$ cat config.mk
export PLATFORM = sky130hd
export DESIGN_NAME = ball_logic
export DESIGN_NICKNAME = d
export VERILOG_FILES = /design/src/hdl/ball_geom_pkg.sv /design/src/hdl/brick_pkg.sv /design/src/hdl/ball_direction.sv /design/src/hdl/probe_sequencer.sv /design/src/hdl/brick_probe_datapath.sv /design/src/hdl/ball_logic.sv
export VERILOG_INCLUDE_DIRS = /design/src /design/src/hdl
export SDC_FILE = /design/constraint.sdc
export NUM_CORES = 1
export LEC_CHECK = 0
export ABC_AREA = 1
export BUFFER_PORTS_ARGS = -buffer_cell sky130_fd_sc_hd__clkbuf_2
export CAP_MARGIN = 20
export CORE_ASPECT_RATIO = 1.4
export CORE_MARGIN = 8
export CORE_UTILIZATION = 50
export CTS_CLUSTER_DIAMETER = 100
export CTS_CLUSTER_SIZE = 24
export DETAILED_ROUTE_END_ITERATION = 10
export GPL_ROUTABILITY_DRIVEN = 0
export GPL_TIMING_DRIVEN = 0
export PLACE_DENSITY = 0.73
export RECOVER_POWER = 100
export SETUP_SLACK_MARGIN = 0.5
export SLEW_MARGIN = 20
export SYNTH_ARGS = -nofsm -noshare
export SYNTH_HDL_FRONTEND = slang
export SYNTH_SLANG_ARGS = --single-unit
$ cat constraint.sdc
create_clock -name clk -period 5.7 [get_ports clk]
set_input_delay 0.57 -clock clk [delete_from_list [all_inputs] [get_ports clk]]
set_output_delay 0.57 -clock clk [all_outputs]
set_load 0.005 [all_outputs]
$ cat src/hdl/ball_cfg.svh
`ifndef BALL_CFG_SVH
`define BALL_CFG_SVH

// screen coordinate width in bits
`define COORD_W 10

// brick health width, zero is an empty cell
`define HEALTH_W 2

// wall positions, the ball turns back on reaching them
`define FIELD_X_MAX 156
`define FIELD_Y_MAX 116

// ball is a square of this edge length
`define BALL_SIZE 2

// paddle top row and paddle width
`define PLAT_Y 110
`define PLAT_W 16

`endif

$ cat src/hdl/ball_geom_pkg.sv
`include "ball_cfg.svh"

`default_nettype none

package ball_geom_pkg;

	// one screen coordinate, same width for x and y
	typedef logic [`COORD_W-1:0] coord_t;

	// direction of one axis
	// 1 moves toward larger coordinates
	typedef logic dir_t;

endpackage

`default_nettype wire

$ cat src/hdl/brick_pkg.sv
`include "ball_cfg.svh"

`default_nettype none

package brick_pkg;

	// brick health, zero means no brick in the cell
	typedef logic [`HEALTH_W-1:0] health_t;

	// neighbour cell under test
	typedef enum logic [1:0] {
		PROBE_V,
		PROBE_H,
		PROBE_D
	} probe_e;

	// step inside one probe
	// idle outside a running frame and during the update cycle
	typedef enum logic [1:0] {
		STEP_IDLE,
		STEP_LOAD,
		STEP_CHECK,
		STEP_WRITE
	} probe_step_e;

endpackage

`default_nettype wire

$ cat src/hdl/ball_direction.sv
`include "ball_cfg.svh"

`default_nettype none

module ball_direction
	import ball_geom_pkg::*;
(
	input  wire logic clk,
	input  wire logic resetn,
	input  coord_t    ball_x,
	input  coord_t    ball_y,
	input  coord_t    plat_x,
	input  wire logic update,
	input  wire logic hit_v,
	input  wire logic hit_h,
	input  wire logic hit_d,
	output dir_t      x_dir,
	output dir_t      y_dir
);

	// wall positions
	localparam coord_t X_WALL = `FIELD_X_MAX;
	localparam coord_t Y_WALL = `FIELD_Y_MAX;

	// geometry one bit wider so the edge sums never wrap
	localparam logic [`COORD_W:0] BALL_EXT = `BALL_SIZE;
	localparam logic [`COORD_W:0] PLAT_EXT = `PLAT_W;
	localparam logic [`COORD_W:0] PLAT_ROW = `PLAT_Y;

	logic [`COORD_W:0] ball_bottom;
	logic [`COORD_W:0] ball_right;
	logic [`COORD_W:0] plat_right;
	logic              plat_touch;

	assign ball_bottom = {1'b0, ball_y} + BALL_EXT;
	assign ball_right  = {1'b0, ball_x} + BALL_EXT;
	assign plat_right  = {1'b0, plat_x} + PLAT_EXT;

	// lower edge on the paddle row and some x overlap with the paddle
	assign plat_touch = (ball_bottom == PLAT_ROW)
		&& (ball_right > {1'b0, plat_x})
		&& ({1'b0, ball_x} < plat_right);

	always_ff @(posedge clk) begin
		if (!resetn) begin
			x_dir <= 1'b0;
			y_dir <= 1'b0;
		end else begin
			// walls win over brick hits
			if (ball_x == X_WALL) begin
				x_dir <= 1'b0;
			end else if (ball_x == '0) begin
				x_dir <= 1'b1;
			end else if (update && (hit_h || hit_d)) begin
				x_dir <= ~x_dir;
			end

			// paddle sends the ball up, ahead of any brick flip
			if (ball_y == Y_WALL) begin
				y_dir <= 1'b0;
			end else if (ball_y == '0) begin
				y_dir <= 1'b1;
			end else if (plat_touch) begin
				y_dir <= 1'b0;
			end else if (update && (hit_v || hit_d)) begin
				y_dir <= ~y_dir;
			end
		end
	end

endmodule

`default_nettype wire

$ cat src/hdl/probe_sequencer.sv
`include "ball_cfg.svh"

`default_nettype none

module probe_sequencer
	import brick_pkg::*;
(
	input  wire logic  clk,
	input  wire logic  resetn,
	input  wire logic  go,
	input  wire logic  hit_v,
	input  wire logic  hit_h,
	output probe_e      probe,
	output probe_step_e step,
	output logic        update
);

	typedef enum logic [1:0] {
		S_IDLE,
		S_RUN,
		S_UPDATE
	} state_e;

	state_e      state_q;
	state_e      state_d;
	probe_step_e step_q;
	probe_step_e step_d;
	probe_e      probe_q;
	probe_e      probe_d;

	always_comb begin
		state_d = state_q;
		step_d  = step_q;
		probe_d = probe_q;
		case (state_q)
			S_IDLE: begin
				// go only counts here and is ignored while busy
				if (go) begin
					state_d = S_RUN;
					step_d  = STEP_LOAD;
					probe_d = PROBE_V;
				end
			end
			S_RUN: begin
				case (step_q)
					STEP_LOAD:  step_d = STEP_CHECK;
					STEP_CHECK: step_d = STEP_WRITE;
					default: begin
						// write finished so pick the next probe
						step_d = STEP_LOAD;
						case (probe_q)
							PROBE_V: probe_d = PROBE_H;
							PROBE_H: begin
								// diagonal only when both edges were clear
								if (hit_v || hit_h) begin
									state_d = S_UPDATE;
								end else begin
									probe_d = PROBE_D;
								end
							end
							default: state_d = S_UPDATE;
						endcase
					end
				endcase
			end
			default: state_d = S_IDLE;
		endcase
	end

	always_ff @(posedge clk) begin
		if (!resetn) begin
			state_q <= S_IDLE;
			step_q  <= STEP_LOAD;
			probe_q <= PROBE_V;
		end else begin
			state_q <= state_d;
			step_q  <= step_d;
			probe_q <= probe_d;
		end
	end

	// step reads idle outside the running state
	assign step   = (state_q == S_RUN) ? step_q : STEP_IDLE;
	assign probe  = probe_q;
	assign update = (state_q == S_UPDATE);

	// update comes right after the last write of a frame
	a_update_after_write: assert property (@(posedge clk) disable iff (!resetn)
		update |-> ($past(step) == STEP_WRITE));

endmodule

`default_nettype wire

$ cat src/hdl/brick_probe_datapath.sv
`include "ball_cfg.svh"

`default_nettype none

module brick_probe_datapath
	import ball_geom_pkg::*;
	import brick_pkg::*;
(
	input  wire logic  clk,
	input  wire logic  resetn,
	input  probe_e      probe,
	input  probe_step_e step,
	input  coord_t      ball_x,
	input  coord_t      ball_y,
	input  dir_t        x_dir,
	input  dir_t        y_dir,
	input  health_t     mem_health,
	output coord_t      mem_x,
	output coord_t      mem_y,
	output logic        mem_write,
	output health_t     mem_wdata,
	output logic        hit_v,
	output logic        hit_h,
	output logic        hit_d
);

	coord_t x_step;
	coord_t y_step;
	logic   brick_here;
	logic   probe_hit;

	// one cell ahead along each axis
	assign x_step = x_dir ? (ball_x + coord_t'(1)) : (ball_x - coord_t'(1));
	assign y_step = y_dir ? (ball_y + coord_t'(1)) : (ball_y - coord_t'(1));

	assign brick_here = (mem_health != '0);

	always_ff @(posedge clk) begin
		if (!resetn) begin
			mem_x <= '0;
			mem_y <= '0;
			hit_v <= 1'b0;
			hit_h <= 1'b0;
			hit_d <= 1'b0;
		end else begin
			case (step)
				STEP_LOAD: begin
					case (probe)
						PROBE_V: begin
							mem_x <= ball_x;
							mem_y <= y_step;
							// first probe of the frame starts clean
							hit_v <= 1'b0;
							hit_h <= 1'b0;
							hit_d <= 1'b0;
						end
						PROBE_H: begin
							mem_x <= x_step;
							mem_y <= ball_y;
						end
						default: begin
							mem_x <= x_step;
							mem_y <= y_step;
						end
					endcase
				end
				STEP_CHECK: begin
					// health for the loaded address is valid in this cycle
					if (brick_here) begin
						case (probe)
							PROBE_V: hit_v <= 1'b1;
							PROBE_H: hit_h <= 1'b1;
							default: hit_d <= 1'b1;
						endcase
					end
				end
				default: ;
			endcase
		end
	end

	// weakened brick, written back on the write step
	always_ff @(posedge clk) begin
		if ((step == STEP_CHECK) && brick_here) begin
			mem_wdata <= mem_health - health_t'(1);
		end
	end

	// flag of the probe now writing
	always_comb begin
		case (probe)
			PROBE_V: probe_hit = hit_v;
			PROBE_H: probe_hit = hit_h;
			default: probe_hit = hit_d;
		endcase
	end

	// address still holds the probed cell during write
	assign mem_write = (step == STEP_WRITE) && probe_hit;

	// a write follows its check, and a hit brick never comes back at full health
	a_write_data: assert property (@(posedge clk) disable iff (!resetn)
		mem_write |-> ($past(step) == STEP_CHECK) && (mem_wdata != '1));

endmodule

`default_nettype wire

$ cat src/hdl/ball_logic.sv
`include "ball_cfg.svh"

`default_nettype none

module ball_logic
	import ball_geom_pkg::*;
	import brick_pkg::*;
(
	input  wire logic clk,
	input  wire logic resetn,
	input  wire logic go,
	input  coord_t    ball_x,
	input  coord_t    ball_y,
	input  coord_t    plat_x,
	input  health_t   mem_health,
	output coord_t    mem_x,
	output coord_t    mem_y,
	output logic      mem_write,
	output health_t   mem_wdata,
	output dir_t      x_dir,
	output dir_t      y_dir,
	output logic      done
);

	probe_e      probe;
	probe_step_e step;
	logic        hit_v;
	logic        hit_h;
	logic        hit_d;

	// done is the update strobe of the sequencer
	probe_sequencer seq0 (
		.clk    (clk),
		.resetn (resetn),
		.go     (go),
		.hit_v  (hit_v),
		.hit_h  (hit_h),
		.probe  (probe),
		.step   (step),
		.update (done)
	);

	brick_probe_datapath dp0 (
		.clk        (clk),
		.resetn     (resetn),
		.probe      (probe),
		.step       (step),
		.ball_x     (ball_x),
		.ball_y     (ball_y),
		.x_dir      (x_dir),
		.y_dir      (y_dir),
		.mem_health (mem_health),
		.mem_x      (mem_x),
		.mem_y      (mem_y),
		.mem_write  (mem_write),
		.mem_wdata  (mem_wdata),
		.hit_v      (hit_v),
		.hit_h      (hit_h),
		.hit_d      (hit_d)
	);

	// directions flip on the cycle after done
	ball_direction dir0 (
		.clk    (clk),
		.resetn (resetn),
		.ball_x (ball_x),
		.ball_y (ball_y),
		.plat_x (plat_x),
		.update (done),
		.hit_v  (hit_v),
		.hit_h  (hit_h),
		.hit_d  (hit_d),
		.x_dir  (x_dir),
		.y_dir  (y_dir)
	);

endmodule

`default_nettype wire

==> results_dict.tcl <==
set metrics [dict create \
    status "completed" \
    yosys.area.top_type "dfxtp_1" \
    post_drt_wl_per_cell_um 13.7 \
    diodes 0 \
    design_area_um2 3570 \
    skew_ns 0.00485 \
    met3_length_um 454 \
    placed_area_um2 3560 \
    fp.dieH_um 110 \
    path_clk_slew_ns 0.07 \
    vias 3342 \
    syn_area_um2 3170 \
    hold_viol_final 0 \
    drive_gt1_share_pct 11.1 \
    startpoint_type "primary input" \
    rows 34 \
    overflow 0 \
    synth_seq_area_share_pct 21.5 \
    peakVddDrop_uv 91.5 \
    wl_met1_um 3590 \
    slew_viol_final 0 \
    min_path_type "reg2reg" \
    relSlewSlack_pct 56.7 \
    multiInputGateArea_um2 2160 \
    clk_latency_ns 0.28 \
    grt_max_degree 12 \
    dp_slack_ns 3.03 \
    io_pins 61 \
    path_max_fanout 6 \
    cp-end-kind "flop" \
    synth.top_cells.by_area "dfxtp_1 (20%), ha_1 (16%), nand2_1 (13%)" \
    setup_violations 0 \
    cp_data_required_time_ns 5.92 \
    maxCapViolations 0 \
    powerDensity_nw_per_um2 188 \
    synth_cell_types 39 \
    yosysTopAreaCellShare_pct 19.6 \
    grt_pass1_wl_um 14000 \
    nFillCells 648 \
    postCtsResizedCells 0 \
    firstDrtPassIters 4 \
    start_util_pct 51.3 \
    die_x_um 83.3 \
    design.core.area_um2 6170 \
    arrival_ns 2.77 \
    routed.top_layer "met4" \
    io_buffers 60 \
    synth_nets 549 \
    clock.fmax_mhz 391 \
    p_leak_nw 1.77 \
    clockBufferDepth 2 \
    ant_nets 0 \
    met2_length_um 4300 \
    clock-sinks 33 \
    tightest_slew_ns 0.646 \
    critical_path_class "in2reg" \
    cts_tree "done" \
    drc_errors 0 \
    viasPerCell 5.46 \
    dieArea_um2 9170 \
    r2r_cells 8 \
    hold_depth 2 \
    antenna_found_initial 0 \
    grt_setup_unrepaired "false" \
    fin_setup_tns_ns 0 \
    min_period_over_period_pct 44.8 \
    drt_wl_total_um 8410 \
    ctsHoldBuffers 0 \
    cts_buffers 5 \
    min_period_ns 2.55 \
    final_nets 616 \
    ys_warn_count 0 \
    synthToLayoutAreaGrowth_pct 12.8 \
    drtIter0Drc 186 \
    grt_use_total_pct 18.0 \
    synth.avg_cell_area_um2 6.71 \
    seqCellArea_um2 681 \
    post_cts_buffers 0 \
    fin_ws_ns 3.15 \
    finish.utilization_pct 57.9 \
    dpl.hpwl_um 6820 \
    first_global_vias 3191 \
    htree_num_levels 2 \
    root_buffer "clkbuf_8" \
    synth.ff_latch_count 33 \
    power_uw 671 \
    syn-instance-count 472 \
]
-- power by group --
| group | switching, mW | internal [mW] | total (mW) |
|---|---|---|---|
| clock network | 0.0873 | 0.0843 | 0.172 |
| logic | 0.146 | 0.0894 | 0.235 |
| registers | 0.0121 | 0.252 | 0.265 |
-- kinds of logic after synthesis --
family	count (synthesis)	share of synthesized area, %
fa+ha+maj	42	17.1
buf+inv	73	9.28
flops	33	21.5
simple gates	203	28.6
xor+xnor	21	5.81
compound gates	100	17.8
-- stage by stage --
step / hold slack [ns] / cells
final: 0.467 / 612
after global routing: 0.494 / 612
after CTS: 0.472 / 612
after detailed placement: 0.461 / 604
after global placement: 0.453 / 604
after floorplan: 0.452 / 472
-- registers in the layout, indices dropped and copies added (netlist names) --
name,flops
dp0.hit_d,1
seq0.probe,2
dp0.mem_wdata,2
dp0.hit_v,1
dp0.mem_y,10
seq0.state_q,2
dp0.mem_x,10
seq0.step_q,2
dir0.x_dir,1
dir0.y_dir,1
dp0.hit_h,1
-- worst max-delay path: stages --
cell and delay, ns:
clkbuf_1 0.31, ha_1 0.26, nand3_1 0.16, nor4_1 0.27, xnor2_1 0.16, inv_1 0.05
ha_1 0.29, nand2_1 0.05, nor2_1 0.08, nand4_1 0.13, nor2_1 0.14, nor2_1 0.05
nand3_1 0.08, nand2_1 0.05, a21oi_1 0.11
-- placed cells by master, fill, tap and decap left out, types with 2 or more instances in the layout --
master,instances
a21o_1,2
a21oi_1,53
a22oi_1,5
a31oi_1,5
clkbuf_1,24
clkbuf_2,41
clkbuf_8,5
dfxtp_1,31
edfxtp_1,2
fa_1,2
ha_1,40
inv_1,65
nand2_1,108
nand2_4,2
nand3_1,28
nand4_1,6
nor2_1,40
nor3_1,7
nor4_1,5
o21a_1,3
o21ai_0,22
o21bai_1,3
or2_2,4
xnor2_1,4
xor2_1,17
-- cell type report --
type                    instances  area share, %
well taps                      72           2.52
repair buffers                 60           7.74
clock inverters                 3          0.491
plain buffers                   6          0.666
multi-input cells             366           60.5
flip-flops and latches         33           19.1
clock buffers                   5           1.93
inverters                      67           7.08
-- worst paths after layout --
path,from,end,slack (ns)
setup / recovery,ball_x[1],dir0.y_dir,3.15
setup reg to reg,seq0.state_q[0],dp0.mem_y[6],3.24
hold reg to reg,dp0.mem_y[7],dp0.mem_y[7],0.47
hold / removal,dp0.mem_y[7],dp0.mem_y[7],0.47
-- per-layer routing --
metal | track usage (%) | up-vias
met2 | 33.4 | 95
li1 | - | 1721
met5 | 0 | -
met4 | 7.18 | 0
met3 | 2.35 | 4
met1 | 20.4 | 1522
-- synth_stat cells (all sizes together) --
cell    instances
nor4            6
xnor2           4
nand4           6
a311oi          1
dfxtp          31
edfxtp          2
a21oi          53
o211ai          1
ha             40
nand2         111
xor2           17
nor3            7
clkbuf          2
or2             4
inv            67
a21o            2
nand3b          1
a311o           1
o31ai           1
o21ai          23
nand3          28
a211oi          1
buf             4
o21a            3
a31oi           5
nor2           40
a22oi           6
o21bai          3
fa              2
Power figures use the tool's default switching activity.
